File: config.mk
export PLATFORM = sky130hd
export DESIGN_NAME = decodeExecCore
export DESIGN_NICKNAME = d
export VERILOG_FILES = /design/src/logic/corePkg.sv /design/src/logic/instrDecoder.sv /design/src/logic/regFile.sv /design/src/logic/decodeStageReg.sv /design/src/logic/executeUnit.sv /design/src/logic/decodeExecCore.sv
export VERILOG_INCLUDE_DIRS = /design/src /design/src/logic
export SDC_FILE = /design/constraint.sdc
export NUM_CORES = 1
export LEC_CHECK = 0
export BUFFER_PORTS_ARGS = -buffer_cell sky130_fd_sc_hd__buf_2
export CORE_MARGIN = 2
export CORE_UTILIZATION = 35
export CTS_CLUSTER_SIZE = 20
export DETAILED_ROUTE_END_ITERATION = 7
export PLACE_DENSITY = 0.53
export SLEW_MARGIN = 30
export SYNTH_ARGS = -nofsm -noshare
export SYNTH_HDL_FRONTEND = slang
export SYNTH_HIERARCHICAL = 1
export SYNTH_SLANG_ARGS = --single-unit
File: constraint.sdc
create_clock -name CLK -period 7.45 [get_ports CLK]
set_clock_uncertainty 0.15 [all_clocks]
set_input_delay 0.3725 -clock CLK [delete_from_list [all_inputs] [get_ports CLK]]
set_output_delay 0.3725 -clock CLK [all_outputs]
set_load 0.005 [all_outputs]
File: src/logic/core_settings.svh
`ifndef CORE_SETTINGS_SVH
`define CORE_SETTINGS_SVH

// ------------------------------
// core dimensions
// ------------------------------
`define CORE_DATA_W      16
`define CORE_NUM_REGS    8

// queue depth is also the number of credits the fetch source starts with.
`define CORE_QUEUE_DEPTH 4
`define CORE_OUT_CREDITS 2

`endif

File: src/logic/corePkg.sv
`include "core_settings.svh"

package corePkg;

   // ------------------------------
   // instruction opcodes, bits 15 to 12
   // ------------------------------
   typedef enum logic [3:0] {
      OP_NOP  = 4'd0,
      OP_ADD  = 4'd1,
      OP_SUB  = 4'd2,
      OP_AND  = 4'd3,
      OP_OR   = 4'd4,
      OP_XOR  = 4'd5,
      OP_ADDI = 4'd6,
      OP_LDI  = 4'd7
   } opcodeE;

   // ------------------------------
   // ALU operations
   // ------------------------------
   typedef enum logic [2:0] {
      ALU_ADD   = 3'd0,
      ALU_SUB   = 3'd1,
      ALU_AND   = 3'd2,
      ALU_OR    = 3'd3,
      ALU_XOR   = 3'd4,
      ALU_PASSB = 3'd5   // operand B straight through, used by LDI.
   } aluOpE;

   typedef logic [$clog2(`CORE_NUM_REGS)-1:0] regIdxT;

endpackage

File: src/logic/instrDecoder.sv
`timescale 1ns/100ps
`include "core_settings.svh"

module instrDecoder (
   input  logic                    CLK,
   input  logic                    rst,
   input  logic                    instrValid,
   input  logic [`CORE_DATA_W-1:0] instr,
   input  logic                    exAdvance,
   output logic                    creditReturn,
   output logic                    decValid,
   output corePkg::aluOpE          decAluOp,
   output corePkg::regIdxT         decRd,
   output corePkg::regIdxT         rs1Idx,
   output corePkg::regIdxT         rs2Idx,
   output logic                    decWrites,
   output logic                    decUseImm,
   output logic [`CORE_DATA_W-1:0] decImm
);
   import corePkg::*;

   localparam int PTR_W = $clog2(`CORE_QUEUE_DEPTH);

   logic [`CORE_DATA_W-1:0] queue [`CORE_QUEUE_DEPTH];
   logic [PTR_W-1:0]        wrPtr;
   logic [PTR_W-1:0]        rdPtr;
   logic [PTR_W:0]          count;
   logic                    pop;
   logic [`CORE_DATA_W-1:0] head;
   opcodeE                  opcode;

   // ------------------------------
   // instruction queue
   // ------------------------------
   assign decValid     = (count != '0);
   assign pop          = decValid && exAdvance;
   assign creditReturn = pop;                     // one credit back per instruction leaving.

   always_ff @(posedge CLK) begin
      if (instrValid) begin
         queue[wrPtr] <= instr;                   // sender only pushes while it holds a credit.
      end
   end

   always_ff @(posedge CLK) begin
      if (rst) begin
         wrPtr <= '0;
         rdPtr <= '0;
         count <= '0;
      end else begin
         if (instrValid) begin
            wrPtr <= (wrPtr == PTR_W'(`CORE_QUEUE_DEPTH - 1)) ? '0 : wrPtr + 1'b1;
         end
         if (pop) begin
            rdPtr <= (rdPtr == PTR_W'(`CORE_QUEUE_DEPTH - 1)) ? '0 : rdPtr + 1'b1;
         end
         case ({instrValid, pop})
            2'b10:   count <= count + 1'b1;
            2'b01:   count <= count - 1'b1;
            default: count <= count;
         endcase
      end
   end

   // ------------------------------
   // decode of the head entry
   // ------------------------------
   assign head   = queue[rdPtr];
   assign opcode = opcodeE'(head[15:12]);
   assign decRd  = head[11:9];
   assign rs1Idx = head[8:6];
   assign rs2Idx = head[5:3];
   assign decImm = {{(`CORE_DATA_W - 6){head[5]}}, head[5:0]};

   always_comb begin
      decAluOp  = ALU_ADD;
      decWrites = 1'b1;
      decUseImm = 1'b0;
      case (opcode)
         OP_ADD:  decAluOp = ALU_ADD;
         OP_SUB:  decAluOp = ALU_SUB;
         OP_AND:  decAluOp = ALU_AND;
         OP_OR:   decAluOp = ALU_OR;
         OP_XOR:  decAluOp = ALU_XOR;
         OP_ADDI: decUseImm = 1'b1;                // rs1 plus the immediate.
         OP_LDI: begin
            decAluOp  = ALU_PASSB;
            decUseImm = 1'b1;
         end
         default: decWrites = 1'b0;               // NOP and unused codes write nothing.
      endcase
   end

endmodule

File: src/logic/regFile.sv
`timescale 1ns/100ps
`include "core_settings.svh"

module regFile (
   input  logic                    CLK,
   input  logic                    rst,
   input  corePkg::regIdxT         rs1Idx,
   input  corePkg::regIdxT         rs2Idx,
   output logic [`CORE_DATA_W-1:0] rdData1,
   output logic [`CORE_DATA_W-1:0] rdData2,
   input  logic                    wrEn,
   input  corePkg::regIdxT         wrIdx,
   input  logic [`CORE_DATA_W-1:0] wrData
);

   logic [`CORE_DATA_W-1:0] regs [`CORE_NUM_REGS];

   // ------------------------------
   // write port
   // ------------------------------
   always_ff @(posedge CLK) begin
      if (rst) begin
         for (int i = 0; i < `CORE_NUM_REGS; i++) begin
            regs[i] <= '0;
         end
      end else if (wrEn) begin
         regs[wrIdx] <= wrData;
      end
   end

   // ------------------------------
   // read ports
   // ------------------------------
   // a write at the same edge is not seen here, the execute stage forwards it.
   assign rdData1 = regs[rs1Idx];
   assign rdData2 = regs[rs2Idx];

endmodule

File: src/logic/decodeStageReg.sv
`timescale 1ns/100ps
`include "core_settings.svh"

module decodeStageReg (
   input  logic                    CLK,
   input  logic                    rst,
   input  logic                    exAdvance,
   input  logic                    decValid,
   input  corePkg::aluOpE          decAluOp,
   input  corePkg::regIdxT         decRd,
   input  logic                    decWrites,
   input  logic                    decUseImm,
   input  logic [`CORE_DATA_W-1:0] decImm,
   input  corePkg::regIdxT         rs1Idx,
   input  corePkg::regIdxT         rs2Idx,
   input  logic [`CORE_DATA_W-1:0] rdData1,
   input  logic [`CORE_DATA_W-1:0] rdData2,
   output logic                    exValid,
   output corePkg::aluOpE          exAluOp,
   output corePkg::regIdxT         exRd,
   output corePkg::regIdxT         exRs1,
   output corePkg::regIdxT         exRs2,
   output logic                    exWrites,
   output logic                    exUseImm,
   output logic [`CORE_DATA_W-1:0] exImm,
   output logic [`CORE_DATA_W-1:0] exOpA,
   output logic [`CORE_DATA_W-1:0] exOpB
);

   // ------------------------------
   // valid bit
   // ------------------------------
   always_ff @(posedge CLK) begin
      if (rst) begin
         exValid <= 1'b0;
      end else if (exAdvance) begin
         exValid <= decValid;                     // an empty queue leaves a bubble.
      end
   end

   // ------------------------------
   // decoded fields and operands
   // ------------------------------
   always_ff @(posedge CLK) begin
      if (exAdvance) begin
         exAluOp  <= decAluOp;
         exRd     <= decRd;
         exRs1    <= rs1Idx;                      // indices kept for the forwarding compare.
         exRs2    <= rs2Idx;
         exWrites <= decWrites;
         exUseImm <= decUseImm;
         exImm    <= decImm;
         exOpA    <= rdData1;
         exOpB    <= rdData2;
      end
   end

endmodule

File: src/logic/executeUnit.sv
`timescale 1ns/100ps
`include "core_settings.svh"

module executeUnit (
   input  logic                    CLK,
   input  logic                    rst,
   input  logic                    exValid,
   input  corePkg::aluOpE          exAluOp,
   input  corePkg::regIdxT         exRd,
   input  corePkg::regIdxT         exRs1,
   input  corePkg::regIdxT         exRs2,
   input  logic                    exWrites,
   input  logic                    exUseImm,
   input  logic [`CORE_DATA_W-1:0] exImm,
   input  logic [`CORE_DATA_W-1:0] exOpA,
   input  logic [`CORE_DATA_W-1:0] exOpB,
   input  logic                    resultCredit,
   output logic                    exAdvance,
   output logic                    wrEn,
   output corePkg::regIdxT         wrIdx,
   output logic [`CORE_DATA_W-1:0] wrData,
   output logic                    resultValid,
   output corePkg::regIdxT         resultReg,
   output logic [`CORE_DATA_W-1:0] resultData
);
   import corePkg::*;

   localparam int CRED_W = $clog2(`CORE_OUT_CREDITS + 1);

   logic [CRED_W-1:0]       credits;
   logic                    haveCredit;
   logic                    fwdValid;
   logic [`CORE_DATA_W-1:0] srcA;
   logic [`CORE_DATA_W-1:0] srcB;
   logic [`CORE_DATA_W-1:0] aluB;
   logic [`CORE_DATA_W-1:0] aluOut;

   // ------------------------------
   // forwarding and ALU
   // ------------------------------
   // fwdValid marks a write at the same edge that loaded the stage.
   assign srcA = (fwdValid && exRs1 == resultReg) ? resultData : exOpA;
   assign srcB = (fwdValid && exRs2 == resultReg) ? resultData : exOpB;
   assign aluB = exUseImm ? exImm : srcB;

   always_comb begin
      case (exAluOp)
         ALU_ADD:   aluOut = srcA + aluB;
         ALU_SUB:   aluOut = srcA - aluB;
         ALU_AND:   aluOut = srcA & aluB;
         ALU_OR:    aluOut = srcA | aluB;
         ALU_XOR:   aluOut = srcA ^ aluB;
         ALU_PASSB: aluOut = aluB;
         default:   aluOut = '0;
      endcase
   end

   // ------------------------------
   // issue and output credits
   // ------------------------------
   assign haveCredit = (credits != '0);
   assign wrEn       = exValid && exWrites && haveCredit;
   assign exAdvance  = !exValid || !exWrites || haveCredit;   // NOPs pass without a credit.
   assign wrIdx      = exRd;
   assign wrData     = aluOut;

   always_ff @(posedge CLK) begin
      if (rst) begin
         credits     <= CRED_W'(`CORE_OUT_CREDITS);
         resultValid <= 1'b0;
         fwdValid    <= 1'b0;
      end else begin
         resultValid <= wrEn;
         if (exAdvance) begin
            fwdValid <= wrEn;
         end
         case ({wrEn, resultCredit})
            2'b10:   credits <= credits - 1'b1;
            2'b01:   credits <= credits + 1'b1;
            default: credits <= credits;
         endcase
      end
   end

   always_ff @(posedge CLK) begin
      if (wrEn) begin
         resultReg  <= exRd;
         resultData <= aluOut;                    // also the forwarding source.
      end
   end

endmodule

File: src/logic/decodeExecCore.sv
`timescale 1ns/100ps
`include "core_settings.svh"

module decodeExecCore (
   input  logic                    CLK,
   input  logic                    rst,
   input  logic                    instrValid,
   input  logic [`CORE_DATA_W-1:0] instr,
   output logic                    creditReturn,
   output logic                    resultValid,
   output corePkg::regIdxT         resultReg,
   output logic [`CORE_DATA_W-1:0] resultData,
   input  logic                    resultCredit
);
   import corePkg::*;

   // ------------------------------
   // decode side
   // ------------------------------
   logic                    decValid;
   aluOpE                   decAluOp;
   regIdxT                  decRd;
   regIdxT                  rs1Idx;
   regIdxT                  rs2Idx;
   logic                    decWrites;
   logic                    decUseImm;
   logic [`CORE_DATA_W-1:0] decImm;
   logic [`CORE_DATA_W-1:0] rdData1;
   logic [`CORE_DATA_W-1:0] rdData2;

   // ------------------------------
   // execute side
   // ------------------------------
   logic                    exValid;
   aluOpE                   exAluOp;
   regIdxT                  exRd;
   regIdxT                  exRs1;
   regIdxT                  exRs2;
   logic                    exWrites;
   logic                    exUseImm;
   logic [`CORE_DATA_W-1:0] exImm;
   logic [`CORE_DATA_W-1:0] exOpA;
   logic [`CORE_DATA_W-1:0] exOpB;
   logic                    exAdvance;
   logic                    wrEn;
   regIdxT                  wrIdx;
   logic [`CORE_DATA_W-1:0] wrData;

   instrDecoder   u_instrDecoder   (.*);
   regFile        u_regFile        (.*);
   decodeStageReg u_decodeStageReg (.*);
   executeUnit    u_executeUnit    (.*);

endmodule

==> impl_results.md <==
- Status: completed
- RSZ-0062 raised after global routing: no
- Share of layout cells above drive strength 1: 0.164
- Clock root cell: clkbuf_16
- TritonCTS buffer count: 28
- H-tree depth: 1
- Detail Placement HPWL: 22,400 um
- Setup CP Type: reg -> reg
- Detail Route Antenna Nets: 0
- Largest cells by area after synthesis: edfxtp_1 (53%), mux4_1 (11%), ha_1 (4.4%), nor3_1 (4.3%), mux2i_1 (2.5%)
- Die ar.: 45,600 um2
- Most common cell after layout, fill and taps aside: edfxtp_1
- Routed wire per std cell: 20.9 um
- Final nets: 1,173
- Crit. End Element: register
- R2r setup slk: 1.53 ns
- Fin. max-slew vios: 0
- Number of DRC markers in iteration 0: 614
- Cells after Synth: 1,077
- ANT cells: 0
- Clk_lat worst skew: ~0.55 ns
- Horiz. Die Dim: ~210 um
- Global-route wire length before repair: 55,200 um
- Routability cong.: between 0.8 and 0.9
- Die Ht: 214 um
- Total gr overflow: 0
- Gr usage total: 0.160
- Area grow syn2layout: 10.9%
- Worst slew pin tran: 0.941 ns
- Initial DRT Pass Iterations: 5
- Dominant cell type by area after synthesis: edfxtp_1
- Vias in the first global route: 9,072
- Post-synth EDFFs: 273
- Vias per inst: approximately 5.2
- Initial antenna violation count: 1
- Most frequent cells in the layout: edfxtp_1 (273), nor3_1 (133), mux4_1 (65), ha_1 (54), nor2_1 (46)
- Crit path launch type: register
- Tmin final: 5.92 ns
- Drt total wl: 35,600 um
- Worst endpoint required time: 7.67 ns
- Core area: 43,300 um2
- CP arrival: 6.14 ns
- Distinct cells, synth: 63
- CTS tree: done
- Initial core utilization: 0.355
- Number of max-cap violations: 0
- Synthesized area: ~15,000 um2
- Vias: a little under 9,000
- Hold crit path type: in -> reg
- # Post-CTS Setup Buffers: 0
- FFs w/ async S/R, synth: 0
- DR DRC count: 0
- Syn_area_per_cell: 14.3 um2
- Cells resized by post-CTS repair: 0
- Part of the cycle the worst path needs: 0.795
- Placed insts: ~1,600
- Reg-to-Reg End: u_regFile/regs[6][12]
- Largest net degree at the start of global routing: 69
- Post-Syn Nets: 1,153
- Non-Filler Instances: 1,704
- CTS clk-pin slew, worst paths: 0.06 ns
- RR Startpoint: u_executeUnit/resultReg[1]
- Hold path depth: 2
- FF-to-FF path depth: 20
- Final hold vios: 0
- Ys flop type: edfxtp_1
- Register area share after synthesis: 0.551
- Std-Cell Rows: 76
- Max Fclk: between 150 and 200 MHz
- Slew headroom: 0.369
- #FFs+latches synth: 287
- Clock sinks: between 200 and 300
- Max Buffers Root-to-Sink: 3
- CP Max Fanout: 13
- Port Buffers: 40
- Yosys top cell area share: 0.533
- I/O pin count: 41
- Setup-failing EPs final: 0
- YS warnings: 6
- Hold Startpoint: rst
- Total Neg Setup Slack: 0 ns
- Hold Crit Endpoint: u_instrDecoder/wrPtr[0]
==> through the flow <==
| stage | worst slack, ns | utilization | instance area (um2) | hold slack, ns |
|---|---|---|---|---|
| after floorplan | 2.71 | - | 15400 | 0.278 |
| after global placement | 1.74 | 0.369 | 16000 | 0.333 |
| after detailed placement | 1.65 | 0.370 | 16000 | 0.335 |
| after CTS | 1.63 | 0.394 | 17000 | 0.0444 |
| after global routing | 1.08 | 0.394 | 17100 | 0.0810 |
| final | 1.53 | 0.394 | 17100 | 0.0543 |
==> worst max path at each step <==
stage | depth (start not counted) | to | start
global route | 20 | u_regFile/regs[6][12] | u_executeUnit/resultReg[2]
global placement | 18 | u_regFile/regs[0][11] | u_executeUnit/resultReg[2]
detailed placement | 18 | u_regFile/regs[3][11] | u_executeUnit/resultReg[1]
CTS | 18 | u_regFile/regs[3][11] | u_executeUnit/resultReg[2]
finish | 20 | u_regFile/regs[6][12] | u_executeUnit/resultReg[1]
floorplan | 22 | u_regFile/regs[0][14] | u_executeUnit/resultReg[0]
==> flip-flops by register name, summed over array words and instances, names as in the netlist, 3 cells and up, named ones only <==
register / count
u_executeUnit/resultData: 16
u_decodeStageReg/exOpB: 16
u_instrDecoder/queue: 64
u_decodeStageReg/exOpA: 16
u_decodeStageReg/exImm: 16
u_regFile/regs: 128
u_decodeStageReg/exAluOp: 3
u_decodeStageReg/exRs1: 3
u_decodeStageReg/exRd: 3
u_executeUnit/resultReg: 3
u_instrDecoder/count: 3
u_decodeStageReg/exRs2: 3
==> synth_stat cells, types with 12 or more instances <==
cell type,count
inv_1,41
a21oi_1,31
mux2i_1,39
clkbuf_1,42
nor2b_1,12
ha_1,54
xnor2_1,26
mux2_2,33
mux4_1,65
nand2_1,31
dfxtp_1,14
o21ai_0,26
buf_6,13
nand2b_1,14
edfxtp_1,273
nor2_1,46
buf_4,17
clkinv_1,17
mux4_2,15
nor3_1,133
==> repair_timing <==
| item | in CTS | in global routing |
|---|---|---|
| endpoints found under the hold margin | 65 | 0 |
| setup endpoints to repair | 0 | 0 |
| hold buffers | 17 | 0 |
==> critical path, stage by stage, from the launching register on <==
cell and delay, ns:
edfxtp_1 0.47, xnor2_2 0.34, and4_4 0.49, mux2i_1 0.14, o21ai_2 0.33, inv_1 0.15, ha_1 0.30, nand2_1 0.06
o21ai_0 0.15, fa_1 0.44, nor2b_1 0.15, o21ai_0 0.11, a21boi_0 0.28, o21ai_0 0.22, a211oi_1 0.35, o21ai_0 0.20
a21oi_1 0.21, xnor2_1 0.08, o21ai_0 0.47, clkinv_1 0.39, nor3_1 0.27
==> metal layers <==
metal  routed length, um  part of all wire  vias to the layer above  GRT usage
met5                   0                 0                        -          0
met4                 663             0.019                        0     0.0414
met3                1240             0.035                       41     0.0145
met2               17400              0.49                      143      0.274
met1               16300              0.46                     4533      0.220
li1                    -                 -                     4220          -
==> cells by family (layout without fill, tap and decap cells) <==
kind of cell               Yosys count  after routing  synth area share
buffers and inverters              146            188            0.0477
adders and majority gates           57             57            0.0472
AOI/OAI and AO/OA                  123            123            0.0565
DFF                                287            287             0.551
muxes                              152            152             0.183
and+or+nand+nor                    275            275            0.0921
xor gates and xnor gates            37             37            0.0225
==> cell type report <==
| class | count | area (um2) |
|---|---|---|
| Timing Repair Buffer | 77 | 533 |
| Clock buffer | 36 | 752 |
| Fill cell | 4009 | 26200 |
| Inverter | 59 | 221 |
| Tap cell | 585 | 732 |
| Clock inverter | 16 | 123 |
| Multi-Input combinational cell | 644 | 6210 |
| Sequential cell | 287 | 8480 |
Power is left out: the tool's default activity adds up to more than one toggle a clock period on the data nets, which glitch-free logic cannot reach.
